### src/design/audio_sample_pkg.sv
// Audio sample definitions
`default_nettype none

package audio_sample_pkg;

    // Width of one audio sample in bits.
    localparam int SAMPLE_WIDTH = 16;

    // Signed audio sample as it travels between the voices and the mixer.
    typedef logic signed [SAMPLE_WIDTH-1:0] sample_t;

    // Supply voltage of the 555 expressed in sample units.
    localparam int VCC_LEVEL = 16384;

    // Value a voice outputs while its 555 output pin is high.
    localparam int HIGH_LEVEL = VCC_LEVEL;

    // Largest usable control voltage.
    // It must stay below VCC_LEVEL or the high-time formula divides by zero.
    localparam int CV_MAX = 16382;

    // Command opcodes understood by the control-voltage decoder.
    typedef enum logic [1:0] {
        CV_SET     = 2'd0,
        CV_MUTE    = 2'd1,
        CV_UNMUTE  = 2'd2,
        CV_ALL_OFF = 2'd3
    } cv_op_e;

endpackage

`default_nettype wire

### src/design/cv_command_decoder.sv
// Control-voltage command decoder
`timescale 1ns/1ps
`default_nettype none

module cv_command_decoder #(
    parameter int NUM_VOICES = 4
) (
    input  logic                                       clk,
    input  logic                                       rst_n,
    input  logic                                       cmd_strobe,
    input  audio_sample_pkg::cv_op_e                   cmd_op,
    input  logic [$clog2(NUM_VOICES):0]                cmd_voice,
    input  audio_sample_pkg::sample_t                  cmd_value,
    output audio_sample_pkg::sample_t [NUM_VOICES-1:0] cv_bus,
    output logic [NUM_VOICES-1:0]                      voice_enable
);

    // One bit wider than a plain index so that out-of-range voices can be seen and dropped.
    localparam int VOICE_W = $clog2(NUM_VOICES) + 1;

    audio_sample_pkg::sample_t set_value;

    // A 555 cannot take a negative control voltage, so those become zero.
    assign set_value = (cmd_value < 0) ? '0 : cmd_value;

    always_ff @(posedge clk) begin
        if (!rst_n) begin
            cv_bus       <= '0;
            voice_enable <= '0;
        end else if (cmd_strobe) begin
            case (cmd_op)
                audio_sample_pkg::CV_SET: begin
                    // Only a matching voice is written, so larger indices do nothing.
                    for (int i = 0; i < NUM_VOICES; i++) begin
                        if (cmd_voice == VOICE_W'(i)) begin
                            cv_bus[i] <= set_value;
                        end
                    end
                end
                audio_sample_pkg::CV_MUTE: begin
                    for (int i = 0; i < NUM_VOICES; i++) begin
                        if (cmd_voice == VOICE_W'(i)) begin
                            voice_enable[i] <= 1'b0;
                        end
                    end
                end
                audio_sample_pkg::CV_UNMUTE: begin
                    for (int i = 0; i < NUM_VOICES; i++) begin
                        if (cmd_voice == VOICE_W'(i)) begin
                            voice_enable[i] <= 1'b1;
                        end
                    end
                end
                default: begin
                    // CV_ALL_OFF mutes the whole bank but leaves the voltages alone.
                    voice_enable <= '0;
                end
            endcase
        end
    end

endmodule

`default_nettype wire

### config.mk
export PLATFORM = sky130hd
export DESIGN_NAME = cv_command_decoder
export DESIGN_NICKNAME = d
export VERILOG_FILES = /design/src/design/audio_sample_pkg.sv /design/src/design/cv_command_decoder.sv
export SDC_FILE = /design/constraint.sdc
export NUM_CORES = 1
export LEC_CHECK = 0
export BUFFER_PORTS_ARGS = -buffer_cell sky130_fd_sc_hd__buf_4
export CORE_MARGIN = 2
export CORE_UTILIZATION = 52
export DETAILED_ROUTE_END_ITERATION = 8
export PLACE_DENSITY_LB_ADDON = 0.12
export REMOVE_ABC_BUFFERS = 1
export SETUP_SLACK_MARGIN = 0.3
export SYNTH_ARGS = -nofsm -noshare
export SYNTH_HDL_FRONTEND = slang
export SYNTH_SLANG_ARGS = --single-unit
export TNS_END_PERCENT = 20
### constraint.sdc
create_clock -name clk -period 4 [get_ports clk]
set_clock_uncertainty 0.2 [all_clocks]
set_input_delay 0.4 -clock clk [delete_from_list [all_inputs] [get_ports clk]]
set_output_delay 0.4 -clock clk [all_outputs]
set_load 0.05 [all_outputs]
Word level (Yosys, flattened, before mapping):

Index checks and enable logic that the tools add are counted.

* equal/unequal tests: 13
* order comparisons: 1
* bitwise gates (word level): 1
* mux-type cells: 10
* reduce and logical (&&, ||, !) cells: 10

Operator list (number)
* < comparator 16 x 1 -> 1 bit (second input constant): 1
* two-way mux 16 bit: 1
* != test 2 bit (second input constant): 8
* AND reduction 4 bit: 4
* one-hot mux 4 bit (3 select lines): 1
* AND reduction 3 bit: 4
* two-way mux 1 bit: 8
* == test 3 x 2 -> 1 bit (second input constant): 2
* == test 3 x 1 -> 1 bit (second input constant): 1
* zero test 3 bit: 1
* == test 2 x 1 -> 1 bit (second input constant): 1
* == test 2 bit (second input constant): 1
* zero test 2 bit: 1
* inverter 1 bit: 1

* input bits: 24
* output and inout bits: 68
* word-level logic and storage cells: 43
* flip-flop bits (word level): 68

Depth between registers and ports, before layout:

* word-level depth: 3
* mapped depth: 5
* mapped depth without buffers: 3

Worst setup path before layout:

Ideal clock, no wire load.

* kind: input to register
* from: in cmd_voice[2]
* to: reg cv_bus[55] in the netlist's numbering
* setup time: 72 ps
* slack: 2337 ps
* required time: 3728 ps
* arrival time: 1391 ps
* cell stages on the path: 5
* path buffers: 2
* cells stage by stage: nor4b_4 and3_1 buf_6 buf_12 mux2i_1

* cells in the longest elaborated chain, start to end: 2

Ends and longest elaborated chain
* from (decl): line cv_command_decoder.sv:12 `input logic [$clog2(NUM_VOICES):0] cmd_voice,`
* == test 3 x 2 -> 1 bit: line cv_command_decoder.sv:35 `if (cmd_voice == VOICE_W'(i)) begin`
* AND reduction 3 bit (no line)
* to (signal, indexed assignment): line cv_command_decoder.sv:36 `cv_bus[i] <= set_value;`
* to (decl): line cv_command_decoder.sv:14 `output audio_sample_pkg::sample_t [NUM_VOICES-1:0] cv_bus,`

Every way passes these cells.
A chain may end at the register's enable or synchronous reset.

Worst setup path after layout:

* from: in cmd_voice[2]
* to: reg cv_bus[49] in the netlist's numbering

The elaborated chain is that of the path after synthesis.

==> out/results.txt <==
vias = 1,983
global routing usage on met2 = 0.322
post-placement worst setup slack = 1.71 ns
CTS Buffer Depth = 2
aggregate global-route resource usage = 0.210
Synth top area share = 0.508
crit start category = input port
Worst R2R Setup Slack = 3.06 ns
Area after DPL = 3120 sq um
htree depth = 3
ys flop type = dfxtp_1
busiest grt layer = met2
worst slew pin tran = 0.910 ns
Post-CTS Hold Buffers = 0
routability-driven placement congestion ratio = 0.805
maxcap violations = 0
worst-path fanout max = 15
area of the multi-input gates = 1120 sq um
Final Max Tran Viols = 0
CP Capture Type = flop
Post-Syn Instances = 242
Critical R2R Launch = voice_enable[3]$_SDFFE_PN0P_
synth cell count leaders = dfxtp_1 (64), nand2_1 (61), mux2i_1 (60), nand3b_1 (15), clkbuf_1 (8)
max frequency = 0.515 GHz
FF+latch count, synth = 64
number of buffers and inverters on the critical path = 1
Avg Cell Area, Syn = 10.4 sq um
final total power = 1.20 mW
internal power = 0.912 mW
remaining antenna violation count = 0
launch point of the worst hold path = cmd_op[0]
outcome = finished, final reports clean
min setup slack post-route = 2.06 ns
Critical path origin = cmd_voice[2]
total die area = 5430 sq um
first-pass GRT wire length = 8650 microns
Final HPWL DP = 3620 microns
CTS tree = built
CTS Buf Count = 9
final-stage net count = 348
Power Dens Cells = 365 nW/um^2
1st-pass router iterations = 4
YS warnings = 0
RSZ-0062 raised after global routing = false
critical path type = in2reg
starting density of the core = 0.538
Seq pwr share = 0.535
FF/Latch Area = 1280 sq um
sequential cell area fraction in the yosys report = 0.508
logic gate share of total power = 0.072
fillers = 375
Clk pwr share = 0.392
vias in the first global route = 1,837
IO Port Bufs = 87
Peak VDD IR = 0.000252 V
EDFF count, synth = 0
synthesized area = 2520 sq um
largest net degree at the start of global routing = 78
post-route cell area = 3290 sq um
post-synth cell types = 23
Worst path slowest cell = and3_1
vias per cell = 5.18
clock period minus worst slack = 1.94 ns
setup repair bufs after CTS = 0
die span in y = 73.7 microns
wire per inst = 14.2 microns
Root Driver = clkbuf_8
worst hold margin = 0.105 ns
grt total ovfl = 0
delay-heaviest family, CP = simple AND/OR/NAND/NOR gates
Total Neg Setup Slack = 0 ns
io pins = 92
Critical Path RT = 4.05 ns
clock transition at the registers of the reported paths = 0.06 ns
Post-CTS Resized = 0
slowest stage delay, CP = 0.82 ns
worst relative slew slack = 0.393
Final Cycle Share = 0.485
Yosys top cell by area = dfxtp_1
# rows = 25
CTS sink count = 64
Worst EP arrival = 1.99 ns
Area Growth Syn to Fin = 30.3%
final setup vio count = 0
Psw = 0.288 mW
ys async rst share = 0
worst hold path class = in2reg
DRT iter0 DRCs = 67
GR Layer Usage met3 = 0.0549
R2R cell count = 2
leakage power = 1.65 nW
Clock Latency Late Sink = 0.33 ns
Core Area = 4690 sq um
drt drc = 0
Sw Share = 0.240
top-count cell post-synth = dfxtp_1
antenna cells = 0
final WL = 5420 microns
ranking of synthesized cells by area = dfxtp_1 (51%), mux2i_1 (24%), nand2_1 (9.1%)
initial antenna violation count = 0
Die W = 73.7 microns
stages on the worst setup path = 4
CP Cell Sequence = buf_4, nor4b_4, and3_1, mux2i_1
GR Layer Usage met1 = 0.280
layout cells sized above 1 = 0.322
hold depth = 2
final hold viol count = 0
==> power groups by stage <==
stage / Combinational [mW] / Clock (mW) / Sequential [mW]
after floorplan: 0.0317 / 0 / 0.668
final: 0.0868 / 0.471 / 0.642
after global placement: 0.0863 / 0 / 0.657
after detailed placement: 0.0865 / 0 / 0.657
after CTS: 0.0868 / 0.483 / 0.642
after global routing: 0.0944 / 0.505 / 0.642
==> layout by cell type (no fill, tap or decap), types with 2 or more instances in the layout <==
cell and n:
mux2i_1 60, nor2b_1 3, conb_1 4, clkbuf_1 3, a31oi_1 4, nand2_2 3
clkbuf_8 10, buf_4 87, nand2_1 61, dfxtp_1 64, clkinv_2 2, a211oi_1 4
nand3b_1 15
==> metrics by stage <==
step,utilization,cells
CTS,0.701,383
global placement,0.665,367
detailed placement,0.665,367
global route,0.701,383
floorplan,-,226
finish,0.701,383
==> flip-flops by register name (all words and copies together), names as in the netlist <==
name,flops
cv_bus,60
voice_enable,4
==> cell families (layout without fill, tap and decap cells) <==
kind of cell	Yosys count	in the layout	synth area share
mux	60	60	0.238
other cells	1	4	0.00149
buf+inv	19	103	0.0530
flops	64	64	0.508
simple gates	88	88	0.172
compound gates	10	10	0.0278
==> per-layer routing <==
metal  part of all wire  vias to the layer above
met4              0.018                        0
met2               0.48                       58
met5                  0                        -
met1               0.44                      929
li1                   -                      987
met3              0.060                        9
==> worst reg2reg max path, cell delays in order, from the launching register on <==
cell and delay [ns]:
dfxtp_1 0.35, o21ai_0 0.10, a211oi_1 0.21
==> worst paths after layout <==
| path | to |
|---|---|
| min reg2reg | cv_bus[8]$_SDFFE_PN0P_ |
| min | voice_enable[3]$_SDFFE_PN0P_ |
| max reg2reg | voice_enable[3]$_SDFFE_PN0P_ |
| max | cv_bus[49]$_SDFFE_PN0P_ |
==> area by class of cell <==
cell class                 instances  share of cell area
clock inverter                     3             0.00533
sequential                        64               0.390
multi-input combinational        162               0.341
clock buffer                      13              0.0453
timing repair buffer              87               0.199
tap                               54              0.0205
Note: power is estimated with default switching activity, not from simulation.
