**src/design/audio_sample_pkg.sv**
```systemverilog
// Audio sample definitions
`default_nettype none

package audio_sample_pkg;

    // Width of one audio sample in bits.
    localparam int SAMPLE_WIDTH = 16;

    // Signed audio sample as it travels between the voices and the mixer.
    typedef logic signed [SAMPLE_WIDTH-1:0] sample_t;

    // Supply voltage of the 555 expressed in sample units.
    localparam int VCC_LEVEL = 16384;

    // Value a voice outputs while its 555 output pin is high.
    localparam int HIGH_LEVEL = VCC_LEVEL;

    // Largest usable control voltage.
    // It must stay below VCC_LEVEL or the high-time formula divides by zero.
    localparam int CV_MAX = 16382;

    // Command opcodes understood by the control-voltage decoder.
    typedef enum logic [1:0] {
        CV_SET     = 2'd0,
        CV_MUTE    = 2'd1,
        CV_UNMUTE  = 2'd2,
        CV_ALL_OFF = 2'd3
    } cv_op_e;

endpackage

`default_nettype wire

```
**src/design/voice_mixer.sv**
```systemverilog
// Voice averaging mixer
`timescale 1ns/1ps
`default_nettype none

module voice_mixer #(
    parameter int NUM_VOICES = 4
) (
    input  logic                                       clk,
    input  logic                                       rst_n,
    input  logic                                       sample_en,
    input  audio_sample_pkg::sample_t [NUM_VOICES-1:0] voice_bus,
    input  logic [NUM_VOICES-1:0]                      voice_enable,
    output audio_sample_pkg::sample_t                  mix_out
);

    // NUM_VOICES is a power of two, so the average is a plain shift.
    localparam int AVG_SHIFT = $clog2(NUM_VOICES);
    // The sum of all voices needs AVG_SHIFT extra bits; one more is kept as headroom.
    localparam int SUM_W     = audio_sample_pkg::SAMPLE_WIDTH + AVG_SHIFT + 1;

    logic                    sample_en_d;
    logic signed [SUM_W-1:0] sum;

    // Each voice registers its sample on sample_en.
    // The mixer therefore waits one cycle before it takes the new values.
    always_ff @(posedge clk) begin
        if (!rst_n) begin
            sample_en_d <= 1'b0;
        end else begin
            sample_en_d <= sample_en;
        end
    end

    // Sum only the voices that are not muted.
    always_comb begin
        sum = '0;
        for (int i = 0; i < NUM_VOICES; i++) begin
            if (voice_enable[i]) begin
                sum = sum + SUM_W'(voice_bus[i]);
            end
        end
    end

    always_ff @(posedge clk) begin
        if (!rst_n) begin
            mix_out <= '0;
        end else if (sample_en_d) begin
            // Dividing by the voice count keeps the full bank inside one sample range.
            mix_out <= audio_sample_pkg::sample_t'(sum >>> AVG_SHIFT);
        end
    end

endmodule

`default_nettype wire

```
**config.mk**
```make
export PLATFORM = sky130hd
export DESIGN_NAME = voice_mixer
export DESIGN_NICKNAME = d
export VERILOG_FILES = /design/src/design/audio_sample_pkg.sv /design/src/design/voice_mixer.sv
export SDC_FILE = /design/constraint.sdc
export NUM_CORES = 1
export LEC_CHECK = 0
export BUFFER_PORTS_ARGS = -buffer_cell sky130_fd_sc_hd__buf_2
export CORE_ASPECT_RATIO = 2
export CORE_UTILIZATION = 44
export DETAILED_ROUTE_END_ITERATION = 8
export PLACE_DENSITY = 0.68
export SYNTH_ARGS = -nofsm -noshare
export SYNTH_HDL_FRONTEND = slang
export SYNTH_SLANG_ARGS = --single-unit
```
**constraint.sdc**
```tcl
create_clock -name clk -period 16.4 [get_ports clk]
set_input_delay 2.46 -clock clk [delete_from_list [all_inputs] [get_ports clk]]
set_output_delay 2.46 -clock clk [all_outputs]
set_load 0.02 [all_outputs]
```
=== Word-level counts from Yosys, hierarchy flattened ===
Index checks and enable logic that the tools add are counted.

* Register bits: 17
* Logic and storage cells: 9

* $add $sub $neg: 3
* Multiplexer cells: 4

{| class="wikitable"
|+ Operators with widths
! operator !! number
|-
| two-way mux 18 bit || 4
|-
| adder 18 x 16 -> 18 bit || 3
|}

=== Logic depth before layout (Yosys ltp) ===
Gate-level depths: netlist of run 1.

* Word-level depth: 7
* Gate-level depth with buffers: 34

=== Worst setup path after synthesis of run 1 ===
OpenSTA, ideal clock, no wires.

* Kind: input port to flip-flop
* Start point: input voice_enable[0]
* End point: register mix_out[15]
* Data arrival time: 7.980 ns
* Data required time: 16.280 ns
* Slack: 8.300 ns
* Cell stages on the path: 29
* Path buffers: 3
* Cells stage by stage: buf_2 -> buf_2 -> clkbuf_1 -> and2_1 -> ha_1 -> fa_1 -> a21oi_1 -> o22ai_1 -> a211o_1 -> a21oi_1 -> xnor2_1 -> nand2_1 -> xor2_1 -> ha_1 -> o21a_1 -> nor2_1 -> nor2_1 -> a221oi_1 -> nor2b_1 -> o21ai_0 -> xor2_1 -> mux2_4 -> ha_1 -> nand4_1 -> o21ai_1 -> o21ai_1 -> o311a_1 -> a211oi_1 -> nor2_1

* Word-level cells in the longest chain between the ends: 7

{| class="wikitable"
|+ RTL lines
! what !! RTL line !! RTL
|-
| start, declared || voice_mixer.sv:12 || <nowiki>input logic [NUM_VOICES-1:0] voice_enable,</nowiki>
|-
| two-way mux 18 bit * || voice_mixer.sv:38 || <nowiki>if (voice_enable[i]) begin</nowiki>
|-
| adder 18 x 16 -> 18 bit || voice_mixer.sv:39 || <nowiki>sum = sum + SUM_W'(voice_bus[i]);</nowiki>
|-
| two-way mux 18 bit * || voice_mixer.sv:38 ||
|-
| adder 18 x 16 -> 18 bit || voice_mixer.sv:39 ||
|-
| two-way mux 18 bit * || voice_mixer.sv:38 ||
|-
| adder 18 x 16 -> 18 bit || voice_mixer.sv:39 ||
|-
| two-way mux 18 bit * || voice_mixer.sv:38 ||
|-
| end signal, assigned || voice_mixer.sv:49 || <nowiki>mix_out <= audio_sample_pkg::sample_t'(sum >>> AVG_SHIFT);</nowiki>
|-
| end, declared || voice_mixer.sv:13 || <nowiki>output audio_sample_pkg::sample_t mix_out</nowiki>
|}

Every way passes the cells marked *; elsewhere a longest branch is shown, timed or not.
A chain may end at the register's enable or synchronous reset.

=== Worst setup path after layout of run 1 ===
Ends and elaborated chain as after synthesis.

==> flow_summary_export.csv, run 1 <==
group,metric,value,unit
drt,vias_per_cell,5.68,
pwr,p_switching,0.138,mW
pwr,pwr-share-seq,15.2,%
sta,relSlewSlack,50.2,%
synthesis,yosys_warnings,0,
sta,period_share,49.7,%
setup_path,worstReg2RegStart,"sample_en_d",
cts,clkTransAtPathRegs,0.05,ns
drt,ant_nets,0,
cts,cts_tree,"done",
pwr,clkPwrFrac,16.2,%
setup_path,endpoint_kind,"flop",
synthesis,ys.flop_type,"dfxtp_1",
drt,drcViolationCount,0,
pwr,p_comb_share,68.6,%
setup_path,r2r_slack,14.60,ns
global_routing,grt_antenna_before_repair,0,
setup_path,startpoint,"voice_enable[0]",
global_routing,grtUsageTotal,23.7,%
synthesis,ys_seq_area_share,9.77,%
sta,tightest_slew,0.746,ns
sta,fin_skew,0.00245,ns
setup_path,path_max_fanout,26,
drt,firstDrtPassIters,4,
floorplanning,die_h,128,um
placed_design,gp_congestion,0.906,
synthesis,yosys-top-cells-area,"ha_1 (17%), dfxtp_1 (9.8%), a21oi_1 (6.6%), nand2_1 (5.9%), xnor2_1 (5.8%)",
synthesis,synth-simple-area-share,20.1,%
global_routing,grt_pass1_vias,3643,
cts,worst_skew_pair.late_latency,0.26,ns
synthesis,synth.most_common_cell,"nand2_1",
floorplanning,ioPinCount,87,
placed_design,placed_area,0.00395,mm2
drt,wl,9280,um
synthesis,syn_nets,597,
pwr,powerDensity,77.9,mW/mm2
synthesis,synth_fa_ha_area_share,18.3,%
synthesis,synth_edf_count,0,
setup_path,setup.worst_path.end,"mix_out[15]",
outcome,status,"completed",
final_layout,design_area,0.00403,mm2
synthesis,avgSynthCellArea,7.30,um2
floorplanning,num_rows,45,
setup_path,setup.worst_path.class,"in -> reg",
final_layout,syn_to_final_growth,15.8,%
sta,finalSetupViolations,0,
setup_path,required,16.54,ns
drt,vias,3658,
cts,cts_made_buffers,3,
synthesis,synth_common_cells,"nand2_1 (55), ha_1 (47), a21oi_1 (46)",
placed_design,numPortBuffers,86,
pwr,power.internal,0.176,mW
cts,ctsHtreeMaxLevel,1,
synthesis,yosys.area.top_type,"ha_1",
final_layout,drive_gt1_share,19.3,%
synthesis,synth_compound_area_share,32.9,%
synthesis,yosys_register_bits,17,
pwr,ir_worst_vdd,0.0309,mV
drt,dr_wl_met3,232,um
synthesis,ys_types,68,
final_layout,antenna_cells,0,
setup_path,start_kind,"input pin",
placed_design,post-dp-hpwl,7900,um
cts,cts_sinks,17,
global_routing,grt_pass1_wl,15700,um
cts,cts_setup_buffers,0,
synthesis,syn_area,0.00348,mm2
sta,post-route-min-period,8.15,ns
floorplanning,die_w,64.9,um
sta,slew_viol_final,0,
flow_run,max_cap_viol_count,0,
sta,finalSetupTns,0,ns
sta,hold_viol,0,
worst_hold_path,min_from,"mix_out[7]",
drt,wire_per_inst,14.4,um
drt,drtIter0Drc,129,
setup_path,reg2reg_to,"mix_out[6]",
setup_path,cp_data_arrival_time,8.29,ns
final_layout,nets,671,
global_routing,overflow,0,
synthesis,async_flop_share,0,%
floorplanning,start_util,45.8,%
pwr,swShare,44.0,%
cts,cts_resized,0,
drt,met1_length,3590,um
sta,rsz0062_at_grt,"no",
pwr,p_leak,1.97,nW
worst_hold_path,worstHoldPathType,"reg -> reg",
drt,wl_met2,5080,um
floorplanning,fp.dieArea,0.00830,mm2
synthesis,synth_cells,477,
global_routing,grt_max_degree,27,
drt,top_layer,"met4",
cts,clk_path_buf_depth,2,
setup_path,ff2ff_path_depth,3,
synthesis,synth-xor-area-share,10.8,%
synthesis,synth_top_family_by_area,"compound AO/OA/AOI/OAI gates",
floorplanning,core-area,0.00760,mm2
sta,fmax,123,MHz
synthesis,synth_top_area_share,16.9,%
cts,holdBufCountCts,0,
cts,root_buffer,"clkbuf_16",
synthesis,yosys-mux-area-fraction,3.70,%
layer usage:
metal	vias to the layer above	GRT usage (%)
li1	1894	-
met1	1663	24.4
met2	76	46.2
met3	25	0.890
met4	0	12.4
met5	-	0
how the worst min path moves through the flow:
| stage | endpoint | cells after the start |
|---|---|---|
| 6_report | mix_out[7] | 2 |
| 4_1_cts | mix_out[7] | 2 |
| 3_5_place_dp | mix_out[7] | 2 |
| 2_1_floorplan | mix_out[7] | 2 |
| 3_3_place_gp | mix_out[7] | 2 |
| 5_1_grt | mix_out[2] | 1 |
state kept, by name, indices dropped and copies added, names as in the netlist:
name,flops
mix_out,16
sample_en_d,1
power by group through the flow:
stage	clock network, mW	logic [mW]	registers [mW]
final	0.0508	0.215	0.0478
after global placement	0	0.210	0.0485
after global routing	0.0528	0.242	0.0484
after floorplan	0	0.164	0.0527
after detailed placement	0	0.214	0.0487
after CTS	0.0512	0.215	0.0479
per-stage QoR:
step / instances / utilization, % / setup WS [ns] / total power [mW] / hold WS [ns]
after floorplan: 477 / - / 8.30 / 0.217 / 0.541
after global placement: 640 / 52.0 / 8.19 / 0.259 / 0.449
after detailed placement: 640 / 52.0 / 8.02 / 0.262 / 0.453
after CTS: 644 / 53.1 / 8.29 / 0.314 / 0.461
after global routing: 644 / 53.1 / 7.63 / 0.343 / 0.492
final: 644 / 53.1 / 8.25 / 0.314 / 0.458
cell type report:
| cell class | count | area, um2 |
|---|---|---|
| clock inverters | 1 | 5.00 |
| fillers | 786 | 3570 |
| inverters | 20 | 75.1 |
| flip-flops and latches | 17 | 340 |
| clock buffers | 3 | 75.1 |
| repair buffers | 86 | 430 |
| well taps | 94 | 118 |
| multi-input cells | 423 | 2990 |
layout by cell type, fill, tap and decap left out, types with 17 or more instances in the layout:
master	instances
ha_1	47
a21o_1	18
o21ai_0	35
xor2_1	20
xnor2_1	23
dfxtp_1	17
a21oi_1	46
nor2_1	28
nand2_1	55
buf_2	86
inv_1	20
cell families after synthesis:
group / Yosys count
xor+xnor: 43
compound gates: 172
buf+inv: 37
fa+ha+maj: 50
simple gates: 147
mux: 11
flops: 17
critical path, cell delays in order:
cell and delay [ns]:
buf_2 0.23, and2_1 0.20, ha_1 0.23, fa_1 0.48, o21ai_0 0.21, a21oi_1 0.12
a211o_1 0.29, a21oi_1 0.20, xnor2_1 0.14, nand2_1 0.07, xor2_1 0.17, ha_1 0.32
o21a_1 0.18, nor2_1 0.16, nor2_1 0.06, a221oi_1 0.33, nor2b_1 0.25, o21ai_0 0.13
xor2_1 0.16, mux2_4 0.27, ha_1 0.32, nand4_1 0.09, o21ai_1 0.36, o21ai_1 0.15
o311a_1 0.37, a211oi_1 0.23, nor2_1 0.07
Note: power is estimated with default switching activity, not from simulation.
==> run 2, diff against run 1 <==
- clock period: 16.4 -> 8.2 ns (I/O delays scaled with it)
==> flow_summary_export.csv, run 2 (synthesized netlist as in run 1, its figures left out) <==
group,metric,value,unit
final_layout,layout_commonest_cell,"buf_2",
sta,slew_viol_final,0,
outcome,status,"completed",
sta,relSlewSlack,48.1,%
setup_path,endpoint_kind,"flop",
cts,cts_sinks,17,
cts,root_buffer,"clkbuf_16",
final_layout,fillers,772,
floorplanning,ioPinCount,87,
sta,fmax,144,MHz
final_layout,largest_reg_flops,16,
setup_path,critPathSlowestCell,"fa_1",
setup_path,worstReg2RegStart,"sample_en_d",
drt,firstDrtPassIters,4,
sta,finalSetupViolations,0,
global_routing,overflow,0,
pwr,p_leak,1.97,nW
drt,wire_per_inst,14.3,um
worst_hold_path,worstHoldPathType,"reg -> reg",
cts,holdBufCountCts,0,
global_routing,grt_pass1_vias,3608,
setup_path,required,8.34,ns
drt,ant_nets,0,
cts,cts_made_buffers,3,
placed_design,post-dp-hpwl,7850,um
final_layout,syn_to_final_growth,15.8,%
final_layout,multiInputGateArea,0.00299,mm2
sta,period_share,84.8,%
final_layout,regArea,340,um2
drt,wl,9190,um
floorplanning,die_w,64.9,um
final_layout,drive_gt1_share,19.1,%
placed_design,gp_congestion,0.895,
cts,clkTransAtPathRegs,0.05,ns
sta,fin_skew,0.000626,ns
setup_path,path_max_fanout,26,
sta,post-route-min-period,6.95,ns
cts,worst_skew_pair.late_latency,0.25,ns
floorplanning,fp.dieArea,0.00830,mm2
cts,cts_resized,0,
final_layout,reg_top3,"mix_out (16), sample_en_d (1)",
final_layout,final_util,53.0,%
final_layout,final_cell_mix,"buf_2 (86), nand2_1 (55), ha_1 (47)",
final_layout,antenna_cells,0,
floorplanning,core-area,0.00760,mm2
final_layout,nets,671,
setup_path,cp_data_arrival_time,7.09,ns
drt,vias_per_cell,5.71,
drt,drtIter0Drc,94,
sta,tightest_slew,0.777,ns
cts,cts_tree,"done",
global_routing,grtUsageTotal,23.4,%
cts,cts_setup_buffers,0,
setup_path,startpoint,"voice_enable[0]",
global_routing,grt_pass1_wl,15500,um
cts,ctsHtreeMaxLevel,1,
floorplanning,start_util,45.8,%
sta,hold_viol,0,
cts,clk_path_buf_depth,2,
global_routing,grt_max_degree,27,
setup_path,setup.worst_path.class,"in -> reg",
sta,rsz0062_at_grt,"no",
worst_hold_path,min_from,"mix_out[7]",
setup_path,r2r_slack,6.36,ns
pwr,ir_worst_vdd,0.0562,mV
drt,vias,3678,
global_routing,grt_antenna_before_repair,0,
flow_run,max_cap_viol_count,0,
sta,finalSetupTns,0,ns
floorplanning,die_h,128,um
final_layout,top_register,"mix_out",
setup_path,critPathMaxStageDelay,0.49,ns
placed_design,numPortBuffers,86,
drt,drcViolationCount,0,
setup_path,start_kind,"input pin",
pwr,powerDensity,155,mW/mm2
floorplanning,num_rows,45,
## run 2: changes by cell type in the layout (fill, tap and decap cells not counted), sizes merged
cell and change:
clkbuf +1, clkinv -1
## run 2: per-layer routing
layer  track usage, %  wire, um  up-vias
met5                0         0        -
met4             12.4       359        0
met3             1.07       239       25
met2             45.0      4980       82
met1             24.2      3600     1672
li1                 -         -     1899
## run 2: where the power goes
| group | internal [mW] | switching, mW | total, mW | leakage, nW |
|---|---|---|---|---|
| Clock | 0.0661 | 0.0332 | 0.0994 | 0.0382 |
| Combinational | 0.196 | 0.234 | 0.430 | 1.79 |
| Sequential | 0.0908 | 0.00473 | 0.0955 | 0.140 |
## run 2: final timing paths
check / to / cells after the start
max: mix_out[15] / 27
min: mix_out[7] / 2
max reg2reg: mix_out[6] / 3
min reg2reg: mix_out[7] / 2
## run 2: metrics by stage
stage | area (um2) | std cells | power, mW | worst slack, ns | hold WS [ns]
2_1_floorplan | 3480 | 477 | 0.434 | 1.33 | 0.541
3_3_place_gp | 3950 | 640 | 0.518 | 1.21 | 0.449
3_5_place_dp | 3950 | 640 | 0.524 | 1.03 | 0.450
4_1_cts | 4030 | 644 | 0.627 | 1.28 | 0.458
5_1_grt | 4030 | 644 | 0.683 | 0.734 | 0.488
6_report | 4030 | 644 | 0.625 | 1.25 | 0.455
## run 2: final cells by class
class	instances	share of cell area (%)
Inverter	20	1.86
Timing Repair Buffer	86	10.7
Clock buffer	4	1.96
Sequential cell	17	8.44
Multi-Input combinational cell	423	74.1
Tap cell	94	2.92
## run 2: worst max-delay path: cells and delay by family
kind	cells	cell delay, ns
XOR/XNOR	3	0.47
multiplexers	1	0.27
adder cells (fa/ha/maj)	4	1.36
AND/OR/NAND/NOR	7	0.93
buffers and inverters	1	0.23
AO/OA/AOI/OAI	11	2.58
