## src/design/audio_sample_pkg.sv

```systemverilog
// Audio sample definitions
`default_nettype none

package audio_sample_pkg;

    // Width of one audio sample in bits.
    localparam int SAMPLE_WIDTH = 16;

    // Signed audio sample as it travels between the voices and the mixer.
    typedef logic signed [SAMPLE_WIDTH-1:0] sample_t;

    // Supply voltage of the 555 expressed in sample units.
    localparam int VCC_LEVEL = 16384;

    // Value a voice outputs while its 555 output pin is high.
    localparam int HIGH_LEVEL = VCC_LEVEL;

    // Largest usable control voltage.
    // It must stay below VCC_LEVEL or the high-time formula divides by zero.
    localparam int CV_MAX = 16382;

    // Command opcodes understood by the control-voltage decoder.
    typedef enum logic [1:0] {
        CV_SET     = 2'd0,
        CV_MUTE    = 2'd1,
        CV_UNMUTE  = 2'd2,
        CV_ALL_OFF = 2'd3
    } cv_op_e;

endpackage

`default_nettype wire

```

## src/design/rc_timing_pkg.sv

```systemverilog
// RC timing fixed-point format
`default_nettype none

package rc_timing_pkg;

    // Natural log of two, scaled by 2^16.
    localparam int LN2_Q16 = 45426;

    // The timing capacitor is given in farads scaled by 2^35.
    localparam int CAP_SHIFT = 35;

    // Fraction bits on both sides of the logarithm unit.
    localparam int LOG_FRAC_BITS = 8;

    // Width of the logarithm argument.
    localparam int LOG_IN_WIDTH = 24;

    // Width of the logarithm result.
    localparam int LOG_OUT_WIDTH = 12;

    // Width of the oscillator cycle counters.
    // 40 bits covers periods of several seconds at a 50 MHz clock.
    localparam int COUNT_WIDTH = 40;

endpackage

`default_nettype wire

```

## src/design/natural_log.sv

```systemverilog
// Fixed-point natural logarithm
`timescale 1ns/1ps
`default_nettype none

module natural_log (
    input  logic                                   clk,
    input  logic                                   rst_n,
    input  logic [rc_timing_pkg::LOG_IN_WIDTH-1:0]  arg,
    output logic [rc_timing_pkg::LOG_OUT_WIDTH-1:0] ln_out
);

    localparam int IN_W  = rc_timing_pkg::LOG_IN_WIDTH;
    localparam int OUT_W = rc_timing_pkg::LOG_OUT_WIDTH;
    localparam int FRAC  = rc_timing_pkg::LOG_FRAC_BITS;
    // Shift that turns the Q16 ln(2) product into the Q8 result format.
    localparam int LN2_TO_OUT = 16 - FRAC;

    logic [4:0]      lead_pos;
    logic [4:0]      log2_int;
    logic [IN_W-1:0] norm;
    logic [3:0]      mant;
    logic [7:0]      mant_ln;
    logic [23:0]     int_ln_q16;

    // Position of the most significant set bit of the argument.
    always_comb begin
        lead_pos = '0;
        for (int i = 0; i < IN_W; i++) begin
            if (arg[i]) begin
                lead_pos = 5'(i);
            end
        end
    end

    // Integer part of log2, valid whenever the argument is at least 1.0.
    assign log2_int = lead_pos - 5'(FRAC);

    // Move the leading one to the top so the next four bits form the mantissa index.
    assign norm = arg << (5'(IN_W - 1) - lead_pos);
    assign mant = norm[IN_W-2 -: 4];

    // ln(1 + m/16) in Q8 for the mantissa index m.
    always_comb begin
        case (mant)
            4'd0:    mant_ln = 8'd0;
            4'd1:    mant_ln = 8'd16;
            4'd2:    mant_ln = 8'd30;
            4'd3:    mant_ln = 8'd44;
            4'd4:    mant_ln = 8'd57;
            4'd5:    mant_ln = 8'd70;
            4'd6:    mant_ln = 8'd82;
            4'd7:    mant_ln = 8'd93;
            4'd8:    mant_ln = 8'd104;
            4'd9:    mant_ln = 8'd114;
            4'd10:   mant_ln = 8'd124;
            4'd11:   mant_ln = 8'd134;
            4'd12:   mant_ln = 8'd143;
            4'd13:   mant_ln = 8'd152;
            4'd14:   mant_ln = 8'd161;
            default: mant_ln = 8'd169;
        endcase
    end

    // ln(x) = log2(x) * ln(2), carried in Q16 before dropping to Q8.
    assign int_ln_q16 = 24'(log2_int) * 24'(rc_timing_pkg::LN2_Q16);

    always_ff @(posedge clk) begin
        if (!rst_n) begin
            ln_out <= '0;
        end else if (arg[IN_W-1:FRAC] == '0) begin
            // Arguments below 1.0 would give a negative log, which the timing never needs.
            ln_out <= '0;
        end else begin
            ln_out <= OUT_W'(int_ln_q16 >> LN2_TO_OUT) + OUT_W'(mant_ln);
        end
    end

endmodule

`default_nettype wire

```

## src/design/astable_555_vco.sv

```systemverilog
// Astable 555 voltage-controlled oscillator
`timescale 1ns/1ps
`default_nettype none

module astable_555_vco #(
    parameter int CLOCK_RATE   = 50000000,
    parameter int R1           = 47000,
    parameter int R2           = 27000,
    parameter int C_35_SHIFTED = 1134
) (
    input  logic                      clk,
    input  logic                      rst_n,
    input  logic                      sample_en,
    input  audio_sample_pkg::sample_t v_control,
    output audio_sample_pkg::sample_t wave_out,
    output logic                      gate
);

    localparam int IN_W  = rc_timing_pkg::LOG_IN_WIDTH;
    localparam int OUT_W = rc_timing_pkg::LOG_OUT_WIDTH;
    localparam int FRAC  = rc_timing_pkg::LOG_FRAC_BITS;
    localparam int CW    = rc_timing_pkg::COUNT_WIDTH;
    localparam int V_W   = 15;

    // The high time is C*(R1+R2)*ln(...)*f with C in Q35 and ln in Q8.
    localparam int          HIGH_SHIFT = rc_timing_pkg::CAP_SHIFT + FRAC;
    localparam logic [63:0] C_R1_R2    = 64'(C_35_SHIFTED) * 64'(R1 + R2);

    // The low time is C*R2*ln(2)*f with ln(2) in Q16.
    // Part of the scaling is dropped early so the product with the clock rate fits 64 bits.
    localparam int          LOW_PRE_SHIFT = 24;
    localparam logic [63:0] C_R2_LN2      = (64'(C_35_SHIFTED) * 64'(R2) *
                                             64'(rc_timing_pkg::LN2_Q16)) >> LOW_PRE_SHIFT;
    localparam int          LOW_SHIFT     = rc_timing_pkg::CAP_SHIFT + 16 - LOW_PRE_SHIFT;
    localparam logic [CW-1:0] CYCLES_LOW  = CW'((C_R2_LN2 * 64'(CLOCK_RATE)) >> LOW_SHIFT);

    logic [V_W-1:0]   v_safe;
    logic [IN_W-1:0]  log_num;
    logic [IN_W-1:0]  log_den;
    logic [IN_W-1:0]  log_arg;
    logic [OUT_W-1:0] ln_val;
    logic [CW-1:0]    cycles_high;
    logic [CW-1:0]    wave_len;
    logic [CW-1:0]    count;
    logic             gate_next;

    // Keep the control voltage inside 0 .. CV_MAX so the divisor below is never zero.
    always_comb begin
        if (v_control < 0) begin
            v_safe = '0;
        end else if (v_control > audio_sample_pkg::CV_MAX) begin
            v_safe = V_W'(audio_sample_pkg::CV_MAX);
        end else begin
            v_safe = v_control[V_W-1:0];
        end
    end

    // Log argument 1 + v / (2 * (VCC - v)) in Q8.
    assign log_num = IN_W'(v_safe) << FRAC;
    assign log_den = (IN_W'(audio_sample_pkg::VCC_LEVEL) - IN_W'(v_safe)) << 1;

    natural_log natural_log_inst (
        .clk    (clk),
        .rst_n  (rst_n),
        .arg    (log_arg),
        .ln_out (ln_val)
    );

    // Stage 1 registers the log argument, stage 3 the high cycle count.
    always_ff @(posedge clk) begin
        if (!rst_n) begin
            log_arg     <= '0;
            cycles_high <= '0;
        end else begin
            log_arg     <= (IN_W'(1) << FRAC) + log_num / log_den;
            cycles_high <= CW'((C_R1_R2 * 64'(ln_val) * 64'(CLOCK_RATE)) >> HIGH_SHIFT);
        end
    end

    assign wave_len = cycles_high + CYCLES_LOW;

    // Output is high for the first part of the period, like the capacitor charging.
    assign gate_next = (count < cycles_high);

    always_ff @(posedge clk) begin
        if (!rst_n) begin
            count    <= '0;
            gate     <= 1'b0;
            wave_out <= '0;
        end else begin
            // Greater-or-equal also recovers when a new voltage shortens the period.
            if (count >= wave_len - 1'b1) begin
                count <= '0;
            end else begin
                count <= count + 1'b1;
            end
            if (sample_en) begin
                gate     <= gate_next;
                wave_out <= gate_next ? audio_sample_pkg::sample_t'(audio_sample_pkg::HIGH_LEVEL)
                                      : '0;
            end
        end
    end

endmodule

`default_nettype wire

```

## config.mk

```make
export PLATFORM = sky130hd
export DESIGN_NAME = astable_555_vco
export DESIGN_NICKNAME = d
export VERILOG_FILES = /design/src/design/audio_sample_pkg.sv /design/src/design/rc_timing_pkg.sv /design/src/design/natural_log.sv /design/src/design/astable_555_vco.sv
export SDC_FILE = /design/constraint.sdc
export NUM_CORES = 2
export LEC_CHECK = 0
export BUFFER_PORTS_ARGS = -buffer_cell sky130_fd_sc_hd__buf_2
export CAP_MARGIN = 15
export CELL_PAD_IN_SITES_DETAIL_PLACEMENT = 0
export CELL_PAD_IN_SITES_GLOBAL_PLACEMENT = 1
export CORE_MARGIN = 5
export CORE_UTILIZATION = 55
export DETAILED_ROUTE_END_ITERATION = 7
export HOLD_SLACK_MARGIN = 0.1
export PLACE_DENSITY = 0.86
export SLEW_MARGIN = 40
export SYNTH_ARGS = -nofsm -noshare
export SYNTH_HDL_FRONTEND = slang
export SYNTH_SLANG_ARGS = --single-unit
```

## constraint.sdc

```tcl
create_clock -name clk -period 222.2 [get_ports clk]
set_input_delay 44.44 -clock clk [delete_from_list [all_inputs] [get_ports clk]]
set_output_delay 44.44 -clock clk [all_outputs]
set_load 0.03 [all_outputs]
```

Word level (Yosys, flattened, before mapping)
Memory sizes are Yosys's and may differ from the RTL's.
Index checks and enable logic that the tools add are counted.
{"block": "word_totals", "wordCells": 55, "out_inout_bits": 17, "ff_bits": 133, "mem_bits_ro": 128, "inputBits": 19, "mem_count": 1}
{"name": "(no name shown)", "words": 16, "word_bits": 8, "rd": 1, "rd_clocked_by_memory_dff": 0, "wr": 0, "line_no": "natural_log.sv:44", "source": "case (mant)"}
{"block": "classes", "addsub": 8, "reduce_logical": 3, "div": 1, "bitwise_logic": 1, "n_shift": 1, "mul": 3, "n_mux": 26, "magnitude_cmp": 4}
{"cell": "two-way mux 5 bit", "count": 22}
{"cell": "multiplier 34 x 19 -> 52 bit (second input constant)", "count": 1}
{"cell": "two-way mux 15 bit", "count": 3}
{"cell": "adder 40 x 1 -> 40 bit (second input constant)", "count": 1}
{"cell": "adder 40 x 15 -> 40 bit (second input constant)", "count": 1}
{"cell": "greater-or-equal comparator 40 bit", "count": 1}
{"cell": "< comparator 40 bit", "count": 1}
{"cell": "subtractor 40 x 1 -> 40 bit (second input constant)", "count": 1}
{"cell": "multiplier 22 x 12 -> 34 bit (first input constant)", "count": 1}
{"cell": "adder 9 x 24 -> 24 bit (first input constant)", "count": 1}
{"cell": "divider 23 x 24 -> 24 bit", "count": 1}
{"cell": "left shift 24 x 5 -> 23 bit", "count": 1}
{"cell": "multiplier 5 x 15 -> 19 bit (second input constant)", "count": 1}
{"cell": "greater-than comparator 16 x 15 -> 1 bit (second input constant)", "count": 1}
{"cell": "zero test 16 bit", "count": 1}
{"cell": "< comparator 16 x 1 -> 1 bit (second input constant)", "count": 1}
{"cell": "subtractor 15 x 15 -> 16 bit (first input constant)", "count": 1}
{"cell": "adder 12 x 8 -> 12 bit", "count": 1}
{"cell": "subtractor 5 x 4 -> 5 bit (second input constant)", "count": 1}
{"cell": "subtractor 5 bit (first input constant)", "count": 1}
{"cell": "OR reduction 2 bit", "count": 2}
{"cell": "two-way mux 1 bit", "count": 1}
{"cell": "inverter 1 bit", "count": 1}

Longest topological paths before layout
An unclocked memory read counts as a cell.
{"block": "depth", "ltp_word": 27, "depth_mapped": 359, "depth_no_buf": 334}

Hierarchy
A second synthesis with hierarchy kept.
{"block": "unflattened", "cells_unflattened": 4769, "area_unflattened_um2": 38408.1}
{"mod": "astable_555_vco", "n_inst": 1, "cells_each": 4375, "area_per_inst_um2": 35365.2}
{"mod": "natural_log", "n_inst": 1, "cells_each": 394, "area_per_inst_um2": 3042.9}

Worst setup path before layout
OpenSTA, ideal clock, no wires.
{"block": "synth_path", "kind": "input port to flip-flop", "start": "input v_control[8]", "end": "register log_arg[0]", "cell_stages": 340, "path_slack_ns": 117.309, "t_required_ns": 222.068, "setup_ns": 0.132, "n_path_buf": 38, "t_arrival_ns": 104.759, "path_cell_list": "clkbuf_1 nand2_1 nor4_1 or2_2 clkbuf_1 clkbuf_1 ha_1 buf_1 a2bb2oi_1 o31ai_1 nor3_1 nand3_2 nor2_1 ha_1 nand2_1 o21a_1 nor4_1 nand2_1 [... 304 more ...] o211ai_1 and3_1 clkbuf_1 clkbuf_1 nor3_1 a21o_1 ha_1 a21oi_1 nor2b_1 o21ai_0 nand2b_1 a21oi_1 nor2b_1 o21ai_0 nand2b_1 a211oi_1 or3_1 a21oi_1"}
{"block": "synth_via", "elab_chain_len": 6}
{"item": "start, declared", "line_no": "astable_555_vco.sv:14", "source": "input audio_sample_pkg::sample_t v_control,"}
{"item": "greater-than comparator 16 x 15 -> 1 bit", "line_no": "astable_555_vco.sv:51", "source": "end else if (v_control > audio_sample_pkg::CV_MAX) begin"}
{"item": "two-way mux 15 bit", "line_no": "astable_555_vco.sv:51"}
{"item": "two-way mux 15 bit *", "line_no": "astable_555_vco.sv:49", "source": "if (v_control < 0) begin"}
{"item": "subtractor 15 x 15 -> 16 bit", "line_no": "astable_555_vco.sv:60", "source": "assign log_den = (IN_W'(audio_sample_pkg::VCC_LEVEL) - IN_W'(v_safe)) << 1;"}
{"item": "divider 23 x 24 -> 24 bit *", "line_no": "astable_555_vco.sv:75", "source": "log_arg <= (IN_W'(1) << FRAC) + log_num / log_den;"}
{"item": "adder 9 x 24 -> 24 bit *", "line_no": "astable_555_vco.sv:75"}
{"item": "end signal, assigned", "line_no": "astable_555_vco.sv:75"}
{"item": "end, declared", "line_no": "astable_555_vco.sv:40", "source": "logic [IN_W-1:0] log_arg;"}
Mark *: on every way between the ends. The rest lies on a longest branch, timed or not.
A chain may end at the register's enable or synchronous reset.

Final worst setup path
{"block": "layout_path", "start": "input v_control[15]", "end": "register log_arg[0]"}
The elaborated chain is that of the path after synthesis.

==> results.rst <==
.. list-table::
   :header-rows: 1

   * - Metric
     - Value
   * - Starting density of the core
     - 55.3%
   * - Maximum net fanout on the critical path
     - 30
   * - GRT Resource Usage Total
     - 28.5%
   * - Floorplan Core Area
     - 67,200 um2
   * - TritonCTS sink count
     - 98
   * - Buf+Inv Stages, Crit Path
     - 18
   * - # setup viols final
     - 0
   * - Critical Path AT
     - 109.27 ns
   * - Run status
     - finished clean
   * - Overall via count from detail_route
     - 32,560
   * - Highest clock frequency the design can meet
     - 0.00918 GHz
   * - Total Wirelength
     - 106 mm
   * - Fraction of layout instances using a drive strength above 1
     - 5.35%
   * - Delay of the slowest cell on the worst path
     - 0.66 ns
   * - Worst clock skew
     - 0.0185 ns
   * - First DRT Iteration DRCs
     - 2,785
   * - Origin of the critical flop-to-flop path
     - natural_log_inst.ln_out[1]
   * - Sort of element at the end of the critical path
     - flop
   * - Commonest non-fill, non-tap cells in the layout
     - 779 x sky130_fd_sc_hd__inv_1, 667 x sky130_fd_sc_hd__ha_1, 365 x sky130_fd_sc_hd__nor2_1, 359 x sky130_fd_sc_hd__fa_1, 267 x sky130_fd_sc_hd__a21oi_1
   * - Syn Area/Cell
     - 8.01 um2
   * - YS warnings
     - 0
   * - # H-tree levels
     - 3
   * - Most common library cell in the layout ignoring fill and taps
     - sky130_fd_sc_hd__inv_1
   * - RSZ-0062 raised after global routing
     - false
   * - TNS Setup
     - 0 ns
   * - Worst-Margin Slew
     - 0.871 ns
   * - DRT antenna net count
     - 0
   * - Largest net degree at the start of global routing
     - 31
   * - Total overflow reported by the global router
     - 0
   * - Destination of the worst hold path
     - count[0]
   * - CTS Buf Count
     - 9
   * - Placer's final routability congestion estimate
     - 0.975
   * - Hold Crit Start
     - count[0]
   * - Cell at the root of the clock tree
     - sky130_fd_sc_hd__clkbuf_16
   * - Wire length per cell
     - 19.0 um
   * - Distinct cell type count after synthesis
     - 102
   * - CP delay by family, top
     - compound AO/OA/AOI/OAI gates
   * - Post-route minimum period
     - 108.99 ns
   * - Required time of the critical path
     - 222.48 ns
   * - Global-route wire length before repair
     - 170 mm
   * - Port-buffer cells
     - 20
   * - Category of the critical setup timing path
     - in2reg
   * - CTS tree
     - done
   * - Library cell with the largest summed area after synthesis
     - sky130_fd_sc_hd__ha_1
   * - Row count
     - 95
   * - Clock Latency Late Sink
     - 0.39 ns
   * - Number of synthesized flops with an enable pin
     - 0
   * - Slowest stage cell on the critical path
     - sky130_fd_sc_hd__nor3_4
   * - Area of the die
     - 72,900 um2
   * - Post-CTS clock slew at the launch and capture registers of the worst setup and hold paths
     - 0.09 ns
   * - DRC
     - 0
   * - Final cycle utilization of the critical path
     - 49.0%
   * - Ys flop type
     - sky130_fd_sc_hd__dfxtp_1
   * - Max Buffers Root-to-Sink
     - 2
   * - Count of cells along the worst register-to-register path
     - 50
   * - Antenna violations before repair
     - 1
   * - Number of hold-slack violations in the final timing report
     - 0
   * - Die boundary height
     - 270 um
   * - Via count of the first global-routing pass
     - 31,676
   * - Synth Register Bits
     - 98
   * - Fraction of registers with async set/reset
     - 0%
   * - Hold-fix buffers at CTS
     - 0
   * - Number of nets in the layout
     - 5,746
   * - Cell count after placement
     - 5,562
   * - Instance count of the mapped netlist
     - 4,643
   * - Detailed placement HPWL
     - 88.2 mm
   * - Crit path from
     - v_control[15]
   * - Number of fillers in the final layout
     - 6,382
   * - Number of iterations in the first detailed-routing pass
     - 6
   * - Count of instances resized after the clock tree is built
     - 0
   * - Post-CTS Repair Setup Buffers
     - 0
   * - Chip Width
     - 270 um
   * - Ports placed on the boundary
     - 36
   * - Final non-filler cell total
     - 5,579
   * - Type of the worst min-delay path
     - reg2reg
   * - Max-slew violation count
     - 0
   * - Growth of design area from synthesis to finish
     - 5.30%
   * - # Max-Cap Violations
     - 0
   * - Most frequent CP cell
     - sky130_fd_sc_hd__o21ai_0
   * - Headroom to the max-slew limit
     - 41.5%
   * - Drt via density
     - 5.84
   * - Fraction of the yosys area taken by sequential cells
     - 5.28%
   * - Leading post-synthesis cells by cell area
     - sky130_fd_sc_hd__ha_1 22%, sky130_fd_sc_hd__fa_1 19%, sky130_fd_sc_hd__inv_1 7.9%
   * - Critical path startpoint category
     - primary input
   * - Synthesized cell area
     - 37,200 um2
   * - Antenna Diode Count
     - 0
   * - Reg-to-reg slack, setup
     - 208.23 ns
   * - Destination of the worst register-to-register timing path
     - cycles_high[20]
   * - Cell depth of the worst min-delay path
     - 1
   * - Synth top area share
     - 22.5%
[state kept, by name, indices dropped and copies added (netlist names)]
name	count
wave_out	1
natural_log_inst.ln_out	12
count	40
cycles_high	21
log_arg	24
[Yosys cell counts, types with 40 or more instances]
master and number:
sky130_fd_sc_hd__o21ai_0 241, sky130_fd_sc_hd__nand3_1 95, sky130_fd_sc_hd__dfxtp_1 98, sky130_fd_sc_hd__xor2_1 90, sky130_fd_sc_hd__xnor2_1 191, sky130_fd_sc_hd__nand4_1 57
sky130_fd_sc_hd__inv_1 779, sky130_fd_sc_hd__nor2b_1 41, sky130_fd_sc_hd__or3_1 40, sky130_fd_sc_hd__a21oi_1 271, sky130_fd_sc_hd__nor2_1 366, sky130_fd_sc_hd__a21o_1 120
sky130_fd_sc_hd__fa_1 359, sky130_fd_sc_hd__nand2b_1 58, sky130_fd_sc_hd__clkbuf_1 71, sky130_fd_sc_hd__ha_1 667, sky130_fd_sc_hd__o31ai_1 41, sky130_fd_sc_hd__nand2_1 244
sky130_fd_sc_hd__nor3_1 117, sky130_fd_sc_hd__o21a_1 79, sky130_fd_sc_hd__mux2_2 48, sky130_fd_sc_hd__o21bai_1 44
[layout make-up]
type	count	area [um2]	area share (%)
Multi-Input combinational cell	3727	32300	82.4
Inverter	781	2930	7.49
Sequential cell	98	1960	5.01
Tap cell	873	1090	2.79
Timing Repair Buffer	84	566	1.44
Clock buffer	10	239	0.611
Clock inverter	6	83.8	0.214
[how the worst max path moves through the flow]
stage | slack (ns) | depth (start not counted) | to
after CTS | 113.91 | 322 | log_arg[0]
after global placement | 114.92 | 322 | log_arg[0]
after global routing | 106.75 | 327 | log_arg[0]
after floorplan | 117.31 | 340 | log_arg[0]
after detailed placement | 113.73 | 322 | log_arg[0]
final | 113.21 | 321 | log_arg[0]
[logic make-up (layout without fill, tap and decap cells)]
group	Yosys count	in the layout	synth area share, %
AO/OA/AOI/OAI	1051	1051	18.1
XOR/XNOR	283	283	6.73
adder cells (fa/ha/maj)	1027	1027	41.8
buffers and inverters	890	881	9.20
flip-flops	98	98	5.28
multiplexers	98	98	3.19
other	2	74	0.0202
AND/OR/NAND/NOR	1194	1194	15.7
[metal layers]
layer / wire, um / share of wire, % / global-route usage [%]
met1: 48800 / 46 / 39.9
met2: 47500 / 45 / 46.4
met3: 5940 / 5.6 / 2.97
met4: 4000 / 3.8 / 9.28
met5: 8 / 0.0075 / 0
[stage by stage]
step | util, % | worst slack, ns | cell area, um2 | hold slack (ns)
after global placement | 57.5 | 114.92 | 38600 | 0.459
after global routing | 58.3 | 106.75 | 39100 | 0.549
after CTS | 58.2 | 113.91 | 39100 | 0.492
final | 58.3 | 113.21 | 39100 | 0.498
after detailed placement | 57.7 | 113.73 | 38800 | 0.473
after floorplan | - | 117.31 | 37400 | 0.437
Power is left out: the tool's default activity adds up to more than one toggle a clock period on the data nets, which glitch-free logic cannot reach.
